$ cat src/logic/dmm_pkg.sv
// dmm control package with register map, widths, mode and state codes and the pin bundle
package dmm_pkg;

  //////////////////////////////////////////////////
  // widths with a meaning
  typedef logic [23:0] reg_word_t;   // data part of every spi frame
  typedef logic [7:0]  reg_addr_t;   // msb set marks a read-only access
  typedef logic [23:0] count_t;      // clk cycle count
  typedef logic [5:0]  seq_step_t;   // {pc_sw[1:0], azmux[3:0]}

  //////////////////////////////////////////////////
  // register map
  localparam reg_addr_t REG_SPI_MUX   = 8'd8;
  localparam reg_addr_t REG_4094      = 8'd9;
  localparam reg_addr_t REG_MODE      = 8'd12;
  localparam reg_addr_t REG_DIRECT    = 8'd14;
  localparam reg_addr_t REG_STATUS    = 8'd16;   // read only
  localparam reg_addr_t REG_PRECHARGE = 8'd20;
  localparam reg_addr_t REG_APERTURE  = 8'd21;
  localparam reg_addr_t REG_SEQ_N     = 8'd22;
  localparam reg_addr_t REG_SEQ0      = 8'd23;
  localparam reg_addr_t REG_SEQ1      = 8'd24;
  localparam reg_addr_t REG_SEQ2      = 8'd25;
  localparam reg_addr_t REG_SEQ3      = 8'd26;

  localparam logic [7:0] STATUS_MAGIC = 8'hAA;   // low byte of status

  // output mode, codes 5..7 behave as all low
  typedef enum logic [2:0] {
    MODE_DIRECT  = 3'd0,
    MODE_LO      = 3'd1,
    MODE_HI      = 3'd2,
    MODE_PATTERN = 3'd3,
    MODE_AZ_TEST = 3'd4
  } mode_t;

  // host spi routing, code 3 behaves as none
  typedef enum logic [1:0] {
    ROUTE_NONE = 2'd0,
    ROUTE_4094 = 2'd1,
    ROUTE_DAC  = 2'd2
  } spi_route_t;

  // board pins, same bit order as reg_direct[19:0]
  typedef struct packed {
    logic       meas_complete;   // 19
    logic       spi_interrupt;   // 18
    logic [3:0] azmux;           // 17:14
    logic [1:0] pc_sw;           // 13:12
    logic [7:0] monitor;         // 11:4
    logic [3:0] leds;            // 3:0
  } out_pins_t;

  // acquisition setup, built in the register bank
  typedef struct packed {
    count_t              precharge;
    count_t              aperture;
    logic [1:0]          seq_n;   // steps minus one
    seq_step_t [3:0]     seq;
  } acq_cfg_t;

  typedef enum logic [1:0] {
    IDLE      = 2'd0,
    PRECHARGE = 2'd1,
    SAMPLE    = 2'd2
  } seq_state_t;

endpackage

$ cat src/logic/spi_register_bank.sv
// spi register bank, oversampled spi slave with the control registers and status readback
`timescale 1ns/1ps

module spi_register_bank #(
  parameter int SYNC_STAGES = 2
) (
  input  logic                clk,
  input  logic                rst_i,
  input  logic                sck_i,
  input  logic                sdi_i,
  input  logic                ss_i,         // active low
  input  logic [3:0]          hw_flags_i,
  output logic                sdo_o,
  output dmm_pkg::mode_t      mode_o,
  output dmm_pkg::spi_route_t route_o,
  output logic                oe_4094_o,
  output dmm_pkg::out_pins_t  direct_o,
  output dmm_pkg::acq_cfg_t   cfg_o
);
  import dmm_pkg::*;

  typedef struct packed {
    logic ss;
    logic sck;
    logic sdi;
  } spi_pins_t;

  localparam spi_pins_t PINS_IDLE = '{ss: 1'b1, sck: 1'b0, sdi: 1'b0};  // deselected, mode 0

  spi_pins_t [SYNC_STAGES-1:0] sync_q;   // sync chain, [0] is first flop
  spi_pins_t   pins_s;                   // synchronized pins
  spi_pins_t   pins_d;                   // one cycle older, for edges
  logic        sck_rise;
  logic        sck_fall;
  logic        frame_end;                // ss released
  logic [31:0] shift_q;                  // addr byte then data
  logic [5:0]  bit_cnt_q;                // saturates at 63
  reg_addr_t   rd_addr;
  reg_word_t   rd_word;
  reg_word_t   rd_q;                     // readback shifter
  logic        sdo_q;
  logic        wr_en;

  reg_word_t   spi_mux_q;
  reg_word_t   reg_4094_q;
  reg_word_t   mode_q;
  reg_word_t   direct_q;
  reg_word_t   precharge_q;
  reg_word_t   aperture_q;
  reg_word_t   seq_n_q;
  reg_word_t   seq_q [4];
  logic [11*24-1:0] reg_image;           // every writable bit, for the check below

  //////////////////////////////////////////////////
  // pin synchronizer and edge detect
  always_ff @(posedge clk) begin
    if (rst_i) begin
      sync_q <= {SYNC_STAGES{PINS_IDLE}};
      pins_d <= PINS_IDLE;
    end else begin
      sync_q[0] <= {ss_i, sck_i, sdi_i};
      for (int i = 1; i < SYNC_STAGES; i++) begin
        sync_q[i] <= sync_q[i-1];
      end
      pins_d <= pins_s;
    end
  end

  assign pins_s    = sync_q[SYNC_STAGES-1];
  assign sck_rise  = pins_s.sck & ~pins_d.sck & ~pins_s.ss;  // only while selected
  assign sck_fall  = ~pins_s.sck & pins_d.sck & ~pins_s.ss;
  assign frame_end = pins_s.ss & ~pins_d.ss;
  assign rd_addr   = {shift_q[6:0], pins_s.sdi};             // address as the 8th bit lands

  //////////////////////////////////////////////////
  // frame shifter, bit counter and sdo
  always_ff @(posedge clk) begin
    if (rst_i) begin
      shift_q   <= '0;
      bit_cnt_q <= '0;
      rd_q      <= '0;
      sdo_q     <= 1'b0;
    end else if (pins_s.ss) begin
      bit_cnt_q <= '0;    // idle between frames
      sdo_q     <= 1'b0;
    end else begin
      if (sck_rise) begin
        shift_q <= {shift_q[30:0], pins_s.sdi};
        if (bit_cnt_q != 6'h3f) begin
          bit_cnt_q <= bit_cnt_q + 6'd1;
        end
        if (bit_cnt_q == 6'd7) begin
          rd_q <= rd_word;  // old contents, before any write
        end
      end
      if (sck_fall) begin
        if (bit_cnt_q >= 6'd8 && bit_cnt_q < 6'd32) begin
          sdo_q <= rd_q[23];               // msb first, valid for next rise
          rd_q  <= {rd_q[22:0], 1'b0};
        end else begin
          sdo_q <= 1'b0;                   // low during address bits
        end
      end
    end
  end

  // readback mux, read-only flag ignored here
  always_comb begin
    case ({1'b0, rd_addr[6:0]})
      REG_SPI_MUX:   rd_word = spi_mux_q;
      REG_4094:      rd_word = reg_4094_q;
      REG_MODE:      rd_word = mode_q;
      REG_DIRECT:    rd_word = direct_q;
      REG_STATUS:    rd_word = {12'b0, hw_flags_i, STATUS_MAGIC};
      REG_PRECHARGE: rd_word = precharge_q;
      REG_APERTURE:  rd_word = aperture_q;
      REG_SEQ_N:     rd_word = seq_n_q;
      REG_SEQ0:      rd_word = seq_q[0];
      REG_SEQ1:      rd_word = seq_q[1];
      REG_SEQ2:      rd_word = seq_q[2];
      REG_SEQ3:      rd_word = seq_q[3];
      default:       rd_word = '0;        // unknown address
    endcase
  end

  //////////////////////////////////////////////////
  // register write on ss release
  assign wr_en = frame_end && bit_cnt_q == 6'd32 && !shift_q[31];

  always_ff @(posedge clk) begin
    if (rst_i) begin
      spi_mux_q   <= '0;
      reg_4094_q  <= '0;
      mode_q      <= '0;
      direct_q    <= '0;
      precharge_q <= '0;
      aperture_q  <= '0;
      seq_n_q     <= '0;
      for (int k = 0; k < 4; k++) begin
        seq_q[k] <= '0;
      end
    end else if (wr_en) begin
      case (reg_addr_t'(shift_q[31:24]))
        REG_SPI_MUX:   spi_mux_q   <= shift_q[23:0];
        REG_4094:      reg_4094_q  <= shift_q[23:0];
        REG_MODE:      mode_q      <= shift_q[23:0];
        REG_DIRECT:    direct_q    <= shift_q[23:0];
        REG_PRECHARGE: precharge_q <= shift_q[23:0];
        REG_APERTURE:  aperture_q  <= shift_q[23:0];
        REG_SEQ_N:     seq_n_q     <= shift_q[23:0];
        REG_SEQ0:      seq_q[0]    <= shift_q[23:0];
        REG_SEQ1:      seq_q[1]    <= shift_q[23:0];
        REG_SEQ2:      seq_q[2]    <= shift_q[23:0];
        REG_SEQ3:      seq_q[3]    <= shift_q[23:0];
        default: ;                                   // status or unknown, dropped
      endcase
    end
  end

  assign sdo_o     = sdo_q;
  assign mode_o    = mode_t'(mode_q[2:0]);
  assign route_o   = spi_route_t'(spi_mux_q[1:0]);
  assign oe_4094_o = reg_4094_q[0];                  // lo at power up, 4094 disabled
  assign direct_o  = out_pins_t'(direct_q[19:0]);

  always_comb begin
    cfg_o.precharge = precharge_q;
    cfg_o.aperture  = aperture_q;
    cfg_o.seq_n     = seq_n_q[1:0];
    for (int k = 0; k < 4; k++) begin
      cfg_o.seq[k] = seq_q[k][5:0];
    end
  end

  assign reg_image = {spi_mux_q, reg_4094_q, mode_q, direct_q, precharge_q, aperture_q,
                      seq_n_q, seq_q[0], seq_q[1], seq_q[2], seq_q[3]};

  // any register change must come from a full 32 bit frame one cycle earlier
  a_write_full_frame : assert property (@(posedge clk) disable iff (rst_i)
    !$stable(reg_image) |-> $past(frame_end && bit_cnt_q == 6'd32));

endmodule

$ cat src/logic/adc_mock.sv
// mock adc, reports a finished measurement one aperture after release
`timescale 1ns/1ps

module adc_mock (
  input  logic            clk,
  input  logic            rst_i,
  input  logic            adc_release_i,   // level, held for the whole sample
  input  dmm_pkg::count_t aperture_i,
  output logic            measure_valid_o, // one cycle pulse
  output logic [3:0]      monitor_o
);
  import dmm_pkg::*;

  count_t cnt_q;   // cycles since release

  always_ff @(posedge clk) begin
    if (rst_i) begin
      cnt_q <= '0;
    end else if (!adc_release_i) begin
      cnt_q <= '0;                // held in reset
    end else begin
      cnt_q <= cnt_q + 1'b1;
    end
  end

  // hits once per release, count runs on past aperture
  assign measure_valid_o = adc_release_i && cnt_q == aperture_i;

  assign monitor_o = cnt_q[23:20];   // coarse progress

endmodule

$ cat src/logic/sequence_acquisition.sv
// autozero sequence controller, steps precharge and sample phases through the programmed steps
`timescale 1ns/1ps

module sequence_acquisition (
  input  logic               clk,
  input  logic               rst_i,
  input  logic               run_i,            // level, trigger gated by mode
  input  dmm_pkg::acq_cfg_t  cfg_i,
  input  logic               measure_valid_i,  // from adc
  output logic               adc_release_o,
  output dmm_pkg::out_pins_t pins_o
);
  import dmm_pkg::*;

  seq_state_t state_q;
  count_t     pc_cnt_q;    // precharge cycles left
  logic [1:0] step_q;      // current step index
  logic       done_q;      // end of pass pulse
  seq_step_t  cur_step;
  logic       last_step;

  assign cur_step  = cfg_i.seq[step_q];
  assign last_step = step_q == cfg_i.seq_n;

  //////////////////////////////////////////////////
  // fsm
  always_ff @(posedge clk) begin
    if (rst_i || !run_i) begin
      state_q  <= IDLE;
      pc_cnt_q <= '0;
      step_q   <= '0;
      done_q   <= 1'b0;
    end else begin
      done_q <= 1'b0;
      case (state_q)
        IDLE: begin
          state_q  <= PRECHARGE;          // start at step 0
          pc_cnt_q <= cfg_i.precharge;
        end
        PRECHARGE: begin
          if (pc_cnt_q == '0) begin
            state_q <= SAMPLE;            // precharge+1 cycles spent
          end else begin
            pc_cnt_q <= pc_cnt_q - 1'b1;
          end
        end
        SAMPLE: begin
          if (measure_valid_i) begin
            state_q  <= PRECHARGE;
            pc_cnt_q <= cfg_i.precharge;
            done_q   <= last_step;        // full pass finished
            if (last_step) begin
              step_q <= 2'd0;             // wrap
            end else begin
              step_q <= step_q + 2'd1;
            end
          end
        end
        default: state_q <= IDLE;
      endcase
    end
  end

  // adc released for the whole sample phase
  assign adc_release_o = state_q == SAMPLE;

  //////////////////////////////////////////////////
  // pin drive
  always_comb begin
    pins_o               = '0;
    pins_o.meas_complete = done_q;
    pins_o.spi_interrupt = done_q;              // host sees the same strobe
    pins_o.monitor       = {4'b0, step_q, state_q};
    if (state_q != IDLE) begin
      pins_o.azmux = cur_step[3:0];             // held through both phases
      pins_o.leds  = 4'b0001 << step_q;         // one-hot step
      if (state_q == SAMPLE) begin
        pins_o.pc_sw = cur_step[5:4];           // switches off while precharging
      end
    end
  end

  // the mock adc only answers a released sample
  a_valid_in_sample : assert property (@(posedge clk) disable iff (rst_i)
    measure_valid_i |-> state_q == SAMPLE);

endmodule

$ cat src/logic/output_mode_mux.sv
// output mode mux, registers the board pins for the active mode and routes the host spi bus
`timescale 1ns/1ps

module output_mode_mux (
  input  logic                clk,
  input  logic                rst_i,
  input  dmm_pkg::mode_t      mode_i,
  input  dmm_pkg::spi_route_t route_i,
  input  logic                oe_4094_i,
  input  dmm_pkg::out_pins_t  direct_i,
  input  dmm_pkg::out_pins_t  seq_pins_i,
  input  logic                sck_i,
  input  logic                sdi_i,
  input  logic                spi_cs2_i,       // active low
  output dmm_pkg::out_pins_t  pins_o,
  output logic                glb_spi_clk_o,
  output logic                glb_spi_mosi_o,
  output logic                glb_4094_strobe_o,
  output logic                glb_4094_oe_o,
  output logic                spi_dac_ss_o
);
  import dmm_pkg::*;

  logic [$bits(out_pins_t)-1:0] pattern_q;   // free running
  out_pins_t                    pins_next;
  logic                         route_on;

  //////////////////////////////////////////////////
  // board pin select
  always_ff @(posedge clk) begin
    if (rst_i) begin
      pattern_q <= '0;
    end else begin
      pattern_q <= pattern_q + 1'b1;
    end
  end

  always_comb begin
    case (mode_i)
      MODE_DIRECT:  pins_next = direct_i;
      MODE_LO:      pins_next = '0;
      MODE_HI:      pins_next = '1;
      MODE_PATTERN: pins_next = out_pins_t'(pattern_q);
      MODE_AZ_TEST: pins_next = seq_pins_i;
      default:      pins_next = '0;        // 5..7 as all low
    endcase
  end

  always_ff @(posedge clk) begin
    if (rst_i) begin
      pins_o <= '0;
    end else begin
      pins_o <= pins_next;   // one cycle behind source
    end
  end

  //////////////////////////////////////////////////
  // host spi routing, combinational
  assign route_on = route_i == ROUTE_4094 || route_i == ROUTE_DAC;   // code 3 parks

  assign glb_spi_clk_o     = route_on ? sck_i : 1'b1;               // park hi
  assign glb_spi_mosi_o    = route_on ? sdi_i : 1'b1;
  assign glb_4094_strobe_o = route_i == ROUTE_4094 ? ~spi_cs2_i : 1'b0;   // active hi
  assign spi_dac_ss_o      = route_i == ROUTE_DAC ? spi_cs2_i : 1'b1;     // active lo
  assign glb_4094_oe_o     = oe_4094_i;

  // never latch the 4094 while the dac is selected
  a_one_device : assert property (@(posedge clk)
    !(glb_4094_strobe_o && !spi_dac_ss_o));

endmodule

$ cat src/logic/dmm_top.sv
// dmm front end control top, spi registers, autozero sequencer, mock adc and output muxing
`timescale 1ns/1ps

module dmm_top #(
  parameter int SYNC_STAGES = 2
) (
  input  logic       clk,
  input  logic       rst_i,
  input  logic       sck_i,
  input  logic       sdi_i,
  input  logic       ss_i,
  output logic       sdo_o,
  input  logic       spi_cs2_i,
  input  logic [3:0] hw_flags_i,
  input  logic       trigger_i,
  output logic [3:0] leds_o,
  output logic [7:0] monitor_o,
  output logic [1:0] pc_sw_o,
  output logic [3:0] azmux_o,
  output logic       spi_interrupt_o,
  output logic       meas_complete_o,
  output logic       glb_spi_clk_o,
  output logic       glb_spi_mosi_o,
  output logic       glb_4094_strobe_o,
  output logic       glb_4094_oe_o,
  output logic       spi_dac_ss_o
);
  import dmm_pkg::*;

  mode_t      mode;
  spi_route_t route;
  logic       oe_4094;
  out_pins_t  direct_pins;
  out_pins_t  seq_pins;
  out_pins_t  board_pins;
  acq_cfg_t   acq_cfg;
  logic       adc_release;
  logic       measure_valid;
  logic       seq_run;

  assign seq_run = trigger_i && mode == MODE_AZ_TEST;   // sequencer idles otherwise

  spi_register_bank #(.SYNC_STAGES(SYNC_STAGES)) u_regs (
    .clk, .rst_i, .sck_i, .sdi_i, .ss_i, .hw_flags_i, .sdo_o,
    .mode_o(mode), .route_o(route), .oe_4094_o(oe_4094),
    .direct_o(direct_pins), .cfg_o(acq_cfg)
  );

  sequence_acquisition u_seq (
    .clk, .rst_i, .run_i(seq_run), .cfg_i(acq_cfg),
    .measure_valid_i(measure_valid), .adc_release_o(adc_release), .pins_o(seq_pins)
  );

  adc_mock u_adc (
    .clk, .rst_i, .adc_release_i(adc_release), .aperture_i(acq_cfg.aperture),
    .measure_valid_o(measure_valid), .monitor_o()   // count monitor left off the pins
  );

  output_mode_mux u_out (
    .clk, .rst_i, .mode_i(mode), .route_i(route), .oe_4094_i(oe_4094),
    .direct_i(direct_pins), .seq_pins_i(seq_pins), .sck_i, .sdi_i, .spi_cs2_i,
    .pins_o(board_pins), .glb_spi_clk_o, .glb_spi_mosi_o, .glb_4094_strobe_o,
    .glb_4094_oe_o, .spi_dac_ss_o
  );

  //////////////////////////////////////////////////
  // board pin breakout
  assign leds_o          = board_pins.leds;
  assign monitor_o       = board_pins.monitor;
  assign pc_sw_o         = board_pins.pc_sw;
  assign azmux_o         = board_pins.azmux;
  assign spi_interrupt_o = board_pins.spi_interrupt;
  assign meas_complete_o = board_pins.meas_complete;

endmodule

$ cat config.mk
export PLATFORM = sky130hd
export DESIGN_NAME = dmm_top
export DESIGN_NICKNAME = d
export VERILOG_FILES = /design/src/logic/dmm_pkg.sv /design/src/logic/spi_register_bank.sv /design/src/logic/adc_mock.sv /design/src/logic/sequence_acquisition.sv /design/src/logic/output_mode_mux.sv /design/src/logic/dmm_top.sv
export SDC_FILE = /design/constraint.sdc
export NUM_CORES = 1
export LEC_CHECK = 0
export BUFFER_PORTS_ARGS = -buffer_cell sky130_fd_sc_hd__buf_2
export CAP_MARGIN = 20
export CORE_MARGIN = 3
export CORE_UTILIZATION = 45
export CTS_BUF_LIST = sky130_fd_sc_hd__clkbuf_4 sky130_fd_sc_hd__clkbuf_8
export CTS_CLUSTER_DIAMETER = 60
export DETAILED_ROUTE_END_ITERATION = 16
export GPL_TIMING_DRIVEN = 0
export SLEW_MARGIN = 20
export SYNTH_ARGS = -nofsm -noshare
export SYNTH_HDL_FRONTEND = slang
export SYNTH_SLANG_ARGS = --single-unit
export TNS_END_PERCENT = 20
$ cat constraint.sdc
create_clock -name clk -period 3.9 [get_ports clk]
set_input_delay 0.39 -clock clk [delete_from_list [all_inputs] [get_ports clk]]
set_output_delay 0.39 -clock clk [all_outputs]
set_load 0.02 [all_outputs]
# ---- Yosys cells after proc, flatten, opt, wreduce, memory -nomap -nowiden
# Memories as Yosys holds them, arrays and structs flattened.
# Cells that the tools add are included.
# W data, S select, Z words.
dict set report word_totals {
  in_bits 11
  ram_bits 96
  memories 1
  out_inout_bits 26
  latchBits 0
  rom_bits 0
  ff_bits 332
}
# name depth width rd rd_ports_with_merged_regs wr line_no
set mem_list {}
lappend mem_list {u_regs.seq_q 4 24 4 0 4 spi_register_bank.sv:51} ;# reg_word_t seq_q [4];
dict set report classes {
  div_mod_pow 0
  eq_ne 38
  mul 0
  shifts 1
  n_bitwise 16
  n_reduce_logical 29
  n_addsub 5
  magnitude_cmp 3
  mux 45
}
# op count
set ops {}
lappend ops {{$pmux W24 S12} 1}
lappend ops {{$mux W24} 10}
lappend ops {{$pmux W20 S4} 1}
lappend ops {{$pmux W24 S3} 1}
lappend ops {{$eq A7 B5 Y1 const B} 8}
lappend ops {{$eq A8 B5 Y1 const B} 7}
lappend ops {{$eq A8 B4 Y1 const B} 4}
lappend ops {{$eq A7 B4 Y1 const B} 4}
lappend ops {{$add A24 B1 Y24 const B} 1}
lappend ops {{$eq A24 B24 Y1} 1}
lappend ops {{$logic_not A24 Y1} 1}
lappend ops {{$sub A24 B1 Y24 const B} 1}
lappend ops {{$mux W1} 23}
lappend ops {{$reduce_and A2 Y1} 11}
lappend ops {{$add A20 B1 Y20 const B} 1}
lappend ops {{$bmux W6 S2} 1}
lappend ops {{$mux W6} 2}
lappend ops {{$mux W2} 4}
lappend ops {{$not A1 Y1} 7}
lappend ops {{$add A6 B1 Y6 const B} 1}
lappend ops {{$eq A3 B2 Y1 const B} 2}
lappend ops {{$eq A6 B3 Y1 const B} 1}
lappend ops {{$eq A6 B6 Y1 const B} 1}
lappend ops {{$ge A6 B4 Y1 const B} 1}
lappend ops {{other kinds (25)} 42}

# ---- Depth between registers and ports, before layout
# Gate-level depths: netlist (run 1).
dict set report depth {
  ltp_word 8
  mapped_depth 10
  ltp_nobuf 8
}

# ---- By module
# Synthesis (run 1) repeated with hierarchy kept, for this count alone.
dict set report unflattened {
  cells_unflattened 2276
  hier_area_um2 20903.8
}
# mod instances cells_per_inst area_each_um2
set modules_own_cells {}
lappend modules_own_cells {spi_register_bank 1 1597 15419.8}
lappend modules_own_cells {sequence_acquisition 1 269 2133.3}
lappend modules_own_cells {output_mode_mux 1 243 1904.3}
lappend modules_own_cells {adc_mock 1 166 1433.9}
lappend modules_own_cells {dmm_top 1 1 12.5}

# ---- Least setup slack after synthesis (run 1)
# OpenSTA, ideal clock, no wires.
dict set report synth_timing {
  kind {reg2reg}
  start {register u_regs.bit_cnt_q[0]}
  end {memory u_regs.seq_q[1][0] (netlist name) (enable)}
  path_slack_ns 0.296
  arrival_ns 3.162
  path_stages_with_launch 8
  synth_period_minus_slack_ns 3.604
  n_path_buf 0
  cell_sequence {dfxtp_1 -> inv_1 -> ha_1 -> nor4b_1 -> nand4_1 -> nor2_1 -> nand2_1 -> o31ai_1}
}
# element line_no
set synth_lines {}
lappend synth_lines {{start, declared} spi_register_bank.sv:37} ;# logic [5:0] bit_cnt_q;
lappend synth_lines {{start signal, assigned} spi_register_bank.sv:90} ;# bit_cnt_q <= bit_cnt_q + 6'd1;
lappend synth_lines {{end, declared} spi_register_bank.sv:51}

# ---- Worst setup path after layout (run 1)
dict set report layout_timing {
  start {register u_regs.shift_q[1]}
  end {register u_regs.rd_q[5]}
}
dict set report layout_via {
  elab_chain_cells 6
  elab_cells_between_ends 17
  cone_classes {eq/ne (12); mux (5)}
}
# element line_no
set layout_rtl {}
lappend layout_rtl {{start, declared} spi_register_bank.sv:36} ;# logic [31:0] shift_q;
lappend layout_rtl {{start signal, assigned} spi_register_bank.sv:88} ;# shift_q <= {shift_q[30:0], pins_s.sdi};
lappend layout_rtl {{$eq A7 B5 Y1 or $eq A7 B4 Y1 (tied branches)} spi_register_bank.sv:109} ;# case ({1'b0, rd_addr[6:0]})
lappend layout_rtl {{$pmux W24 S12 *} spi_register_bank.sv:109}
lappend layout_rtl {{$mux W24 *} spi_register_bank.sv:92} ;# if (bit_cnt_q == 6'd7) begin
lappend layout_rtl {{$mux W24 *} spi_register_bank.sv:87} ;# if (sck_rise) begin
lappend layout_rtl {{$mux W24} spi_register_bank.sv:97} ;# if (bit_cnt_q >= 6'd8 && bit_cnt_q < 6'd32) begin
lappend layout_rtl {{$mux W24 *} spi_register_bank.sv:96} ;# if (sck_fall) begin
lappend layout_rtl {{end signal, assigned} spi_register_bank.sv:93} ;# rd_q <= rd_word;
lappend layout_rtl {{end signal, assigned} spi_register_bank.sv:99} ;# rd_q <= {rd_q[22:0], 1'b0};
lappend layout_rtl {{end, declared} spi_register_bank.sv:40} ;# reg_word_t rd_q;
# Mark *: on every way between the ends. The rest lies on a longest branch, timed or not.
# A chain may end at the register's enable or synchronous reset.

==> flow_summary.toml, run 1 <==
[flow_run]
drv_cap = 0

[die]
core_area_um2 = 42300
dieArea_um2 = 45800
fp-row-count = 75
fp.dieH_um = 214
ios = 37
start_util = 0.460
die_w_um = 214

[cts]
cts_buffers = 75
cts.sinks = 428
cts_setup_buffers = 0
clkTransAtPathRegs_ns = 0.06
htree_num_levels = 3
clk_latency_ns = 0.69
root_buffer = "clkbuf_8"
cts_buffer_depth = 3
cts_tree = "yes"

[power_and_ir_drop]
pwr-share-comb = 0.021
seqPwrFrac = 0.496
cellInternalPower_mw = 7.12
p_sw_mw = 2.13
total_leakage_power_nw = 7.51
p_clk_frac = 0.483
power_density_nw_per_um2 = 416
vdd_drop_max_v = 0.000264
swShare = 0.230

[yosys]
yosysWarnings = 0
ys_seq_elements = 428
syn_area_um2 = 19500
synth_cells = 2187
synth_top_area_cell = "dfxtp_1"
yosys-top-cells-area = "dfxtp_1 (34%), edfxtp_1 (15%), nand2_1 (6.4%)"
yosysSeqAreaShare = 0.489
synth.avg_cell_area_um2 = 8.90
synth_ff_type = "dfxtp_1"
yosysTopAreaCellShare = 0.341
yosysUniqueCellTypes = 80
synth_edf_count = 96
synth_nets = 2209
synth_async_sr_flop_share = 0

[sta]
setup_viol = 0
period_minus_slack_ns = 3.84
fin_crit_sh = 0.985
grt_setup_unrepaired = "false"
slew_headroom = 0.162
hold_viol = 0
clock_skew_ns = 0.0385
layout_setup_ws_ns = 0.0588
max_freq_ghz = 0.260
drv_slew = 0
tightest_slew_ns = 1.26
hold_ws_ns = 0.166

[status]
status = "complete, no violations"

[critical_path]
cp-end-kind = "flip-flop"
crit_path_start_kind = "flip-flop"
critPathKind = "reg2reg"
path_max_fanout = 10
worst-endpoint-required_ns = 4.49
critPathArrivalTime_ns = 4.43

[global_route]
grt_overflow = 0
grt_pass1_vias = 17100
grt_usage = 0.346
grt_pass1_wl_um = 117000
antenna_found_initial = 3
grt_max_degree = 25

[drt]
viasPerCell = 6.15
routedWlPerCell_um = 27.5
vias = 18200
drt.antenna.violating_nets = 0
first_pass_iters = 5
drc = 0
drtIter0Drc = 2503
drt-total-wl_um = 81200

[layout]
fill_cells = 3983
syn2layout_area_growth_pct = 14.2
drive_gt1_frac = 0.116
final_nets = 2333
layout_common_cells = "nand2_1 (332), dfxtp_1 (332), nor2_1 (247)"
design_area_um2 = 22200
n_antenna_cell = 0

[place]
hpwl_um = 59700
dp_worst_setup_slack_ns = -0.210
postPlaceCellArea_um2 = 20500
place_congestion = 1.03
io_buffers = 36

[hold_path]
hold_class = "in2reg"
## flip-flops by register name (all words and copies together) (netlist names), 3 cells and up
| signal | cells |
|---|---|
| u_regs.seq_n_q | 24 |
| u_regs.spi_mux_q | 24 |
| u_regs.bit_cnt_q | 6 |
| u_regs.precharge_q | 24 |
| u_regs.mode_q | 24 |
| u_regs.shift_q | 32 |
| u_regs.aperture_q | 24 |
| u_regs.rd_q | 24 |
| u_regs.sync_q | 3 |
| u_regs.pins_s | 3 |
| u_regs.reg_4094_q | 24 |
| u_seq.pc_cnt_q | 24 |
| u_regs.seq_q | 96 |
| u_adc.cnt_q | 24 |
| u_out.pattern_q | 20 |
| u_regs.direct_q | 24 |
| u_out.pins_o | 20 |
## cells in the mapped netlist, types with 14 or more instances
cell        n
edfxtp_1   96
a22oi_1    60
xor2_1     22
a21oi_1   211
xnor2_1    42
o21ai_0    53
and3_1     14
a221oi_1   32
and2_1     98
dfxtp_1   332
mux2_2     14
o31ai_1    15
o22ai_1    14
nand3_1    38
mux2i_1    84
a32oi_1    14
or3_1      18
nor2_1    248
nand2_1   333
nand4_1    18
inv_1      19
clkbuf_1  152
nor3_1     36
## per-stage QoR
stage / instances / TNS (ns) / total power [mW] / util
after detailed placement: 2807 / -0.292 / 4.87 / 0.485
after CTS: 2948 / 0 / 9.28 / 0.525
final: 2949 / 0 / 9.25 / 0.526
after global routing: 2949 / 0 / 9.49 / 0.526
after floorplan: 2187 / 0 / 4.76 / -
after global placement: 2800 / -134.07 / 4.86 / 0.481
## metal layers
layer  vias to the layer above  GRT usage  part of all wire
met4                         2      0.198             0.067
li1                       7998          -                 -
met5                         -          0           0.00011
met2                      1068      0.516              0.43
met3                       262     0.0867              0.10
met1                      8820      0.460              0.41
## critical path: stages, from the launching register on
cell      delay (ns)
dfxtp_1         0.34
clkbuf_1        0.62
inv_1           0.40
nor2_1          0.68
clkbuf_1        0.70
a221oi_1        0.19
o21ai_0         0.32
a21oi_1         0.28
o21ai_0         0.22
## worst paths after layout
path,start,to,slack [ns],cells past startpoint
setup reg to reg,u_regs.shift_q[1]$_SDFFE_PP0P_,u_regs.rd_q[5]$_SDFFE_PP0N_,0.06,8
hold reg to reg,u_regs.sync_q[2]$_SDFF_PP1_,u_regs.pins_s[2]$_SDFF_PP1_,0.42,1
setup / recovery,u_regs.shift_q[1]$_SDFFE_PP0P_,u_regs.rd_q[5]$_SDFFE_PP0N_,0.06,8
hold / removal,trigger_i,u_seq.pc_cnt_q[2]$_SDFFE_PP0P_,0.17,3
## final cells by class
cell class	count	area (um^2)	area share
buffer	180	748	0.0336
clock buffer	126	1550	0.0698
clock inverter	12	75.1	0.00338
inverter	22	82.6	0.00371
multi-input combinational	1557	9220	0.415
sequential	428	9530	0.428
tap	577	722	0.0325
timing repair buffer	47	308	0.0138
## repair_timing
action,in CTS,in global routing
hold buffers,3,0
hold endpoints to repair,3,0
gates resized for setup,3,5
endpoints found under the setup margin,2,2
## power by group through the flow
stage,registers [mW],clock network (mW),logic (mW)
after floorplan,4.67,0,0.0866
after global placement,4.69,0,0.172
after detailed placement,4.68,0,0.184
after CTS,4.59,4.51,0.187
after global routing,4.59,4.70,0.198
final,4.59,4.47,0.194
## cells by family (layout without fill, tap and decap cells)
family                   Yosys count  in the layout  share of synthesized area
AND/OR/NAND/NOR                  885            885                      0.211
AO/OA/AOI/OAI                    492            492                      0.163
flip-flops                       428            428                      0.489
buffers and inverters            202            387                     0.0422
multiplexers                     104            104                     0.0582
XOR/XNOR                          64             64                     0.0288
adder cells (fa/ha/maj)           12             12                    0.00758
No activity file was read; power rests on OpenSTA's default activity.
==> inputs of run 2 (changes only) <==
--- a/config.mk
+++ b/config.mk
@@ -8,11 +8,12 @@
 export BUFFER_PORTS_ARGS = -buffer_cell sky130_fd_sc_hd__buf_2
 export CAP_MARGIN = 20
 export CORE_MARGIN = 3
-export CORE_UTILIZATION = 45
+export CORE_UTILIZATION = 52
 export CTS_BUF_LIST = sky130_fd_sc_hd__clkbuf_4 sky130_fd_sc_hd__clkbuf_8
 export CTS_CLUSTER_DIAMETER = 60
 export DETAILED_ROUTE_END_ITERATION = 16
 export GPL_TIMING_DRIVEN = 0
+export PLACE_DENSITY = 0.71
 export SLEW_MARGIN = 20
 export SYNTH_ARGS = -nofsm -noshare
 export SYNTH_HDL_FRONTEND = slang
==> flow_summary.toml, run 2 (synthesis gave the netlist of run 1 again) <==
[die]
fp-row-count = 70
die_w_um = 199
dieArea_um2 = 39800
start_util = 0.529
fp.dieH_um = 199
ios = 37
core_area_um2 = 36800

[global_route]
grt_use_met1 = 0.511
grt_pass1_vias = 16800
use_met3 = 0.0943
grt_overflow = 0
grt_max_degree = 25
grt_pass1_wl_um = 111000
busiest_layer = "met2"
antenna_found_initial = 3
grt_usage = 0.386
use_met2 = 0.578

[cts]
cts_setup_buffers = 0
clk_latency_ns = 0.67
root_buffer = "clkbuf_8"
cts_buffer_depth = 3
cts_buffers = 72
htree_num_levels = 3
cts.sinks = 428
cts_tree = "yes"
clkTransAtPathRegs_ns = 0.07

[status]
status = "finished with violations"
violations = "negative setup slack"

[sta]
period_minus_slack_ns = 4.03
drv_slew = 0
tightest_slew_ns = 1.21
setup_tns_ns = -0.402
setup_viol = 4
clock_skew_ns = 0.0392
max_freq_ghz = 0.248
layout_setup_ws_ns = -0.135
slew_headroom = 0.192
grt_setup_unrepaired = "false"
fin_crit_sh = 1.03
hold_viol = 0

[power_and_ir_drop]
cellInternalPower_mw = 7.02
swShare = 0.232
seqPwrFrac = 0.501
p_clk_frac = 0.477
total_leakage_power_nw = 7.46
vdd_drop_max_v = 0.000296
p_sw_mw = 2.12
pwr-share-comb = 0.021
power_density_nw_per_um2 = 415

[critical_path]
cp-end-kind = "flip-flop"
r2r-end = "u_regs.rd_q[4]$_SDFFE_PP0N_"
r2r_slack_ns = -0.13
r2r_start = "u_regs.pins_s[0]$_SDFF_PP0_"
crit_path_start_kind = "flip-flop"
critPathCapture = "u_regs.rd_q[4]$_SDFFE_PP0N_"
worst_r2r_path_depth = 6
path_max_fanout = 10
startpoint = "u_regs.pins_s[0]$_SDFF_PP0_"
worst-endpoint-required_ns = 4.41
critPathArrivalTime_ns = 4.54
critPathKind = "reg2reg"

[layout]
layout_common_cells = "nand2_1 (332), dfxtp_1 (332), nor2_1 (247)"
syn2layout_area_growth_pct = 13.2
drive_gt1_frac = 0.110
largest_reg_flops = 96
top_register = "u_regs.seq_q"
final_cells = 2833
top_regs = "u_regs.seq_q x96, u_regs.shift_q x32"
final_nets = 2328

[drt]
drt-total-wl_um = 77500
viasPerCell = 6.38
first_pass_iters = 6
drc = 0
drtIter0Drc = 2395
drt.antenna.violating_nets = 0
vias = 18100
routedWlPerCell_um = 27.4

[hold_path]
hp-start = "trigger_i"
hold_class = "in2reg"

[place]
dp_worst_setup_slack_ns = -0.231
place_congestion = 1.06
io_buffers = 36
hpwl_um = 57100
place_inst = 2697

[flow_run]
drv_cap = 0
run 2: repair_timing:
action                                  CTS  global route
gates resized for setup                   1             4
endpoints found under the hold margin     3             0
pin swaps                                 0             0
hold buffers                              3             0
endpoints found under the setup margin    4             8
run 2: per-layer routing:
metal,wire [um],part of all wire,vias up
li1,-,-,7992
met3,9050,0.12,228
met1,30100,0.39,8700
met5,0,0,-
met4,4800,0.062,0
met2,33500,0.43,1165
run 2: final cells by class:
class / instances / area [um^2]
Fill cell: 3287 / 14800
Sequential cell: 428 / 9530
Multi-Input combinational cell: 1557 / 9220
Clock buffer: 111 / 1390
Buffer: 180 / 742
Tap cell: 468 / 586
Timing Repair Buffer: 45 / 310
Clock inverter: 20 / 163
Inverter: 22 / 82.6
Antenna cell: 2 / 5.00
run 2: critical path: stages, from the launching register on:
cell      delay [ns]
dfxtp_1         0.47
buf_1           0.93
clkbuf_1        0.86
clkbuf_1        0.65
nor3_1          0.16
a211oi_1        0.68
nor3_1          0.10
run 2: worst min-delay path by stage:
stage          cells after the start  slack (ns)                        endpoint
2_1_floorplan                      1        0.39     u_regs.pins_s[2]$_SDFF_PP1_
3_3_place_gp                       1        0.39     u_regs.pins_s[2]$_SDFF_PP1_
3_5_place_dp                       1        0.40     u_regs.pins_s[2]$_SDFF_PP1_
4_1_cts                            3        0.17  u_seq.pc_cnt_q[7]$_SDFFE_PP0P_
5_1_grt                            3        0.24  u_seq.pc_cnt_q[7]$_SDFFE_PP0P_
6_report                           3        0.21  u_seq.pc_cnt_q[7]$_SDFFE_PP0P_
run 2: power by group through the flow:
stage / combinational [mW] / clock [mW] / sequential (mW)
6_report: 0.195 / 4.36 / 4.58
5_1_grt: 0.198 / 4.54 / 4.59
4_1_cts: 0.188 / 4.34 / 4.58
3_5_place_dp: 0.185 / 0 / 4.68
3_3_place_gp: 0.171 / 0 / 4.68
2_1_floorplan: 0.0866 / 0 / 4.67
run 2: metrics by stage:
step	util	hold WS, ns	total power, mW	area (um^2)
2_1_floorplan	-	0.389	4.76	19500
3_3_place_gp	0.550	0.393	4.85	20200
3_5_place_dp	0.555	0.400	4.87	20400
4_1_cts	0.598	0.169	9.11	22000
5_1_grt	0.599	0.236	9.32	22000
6_report	0.599	0.205	9.14	22000
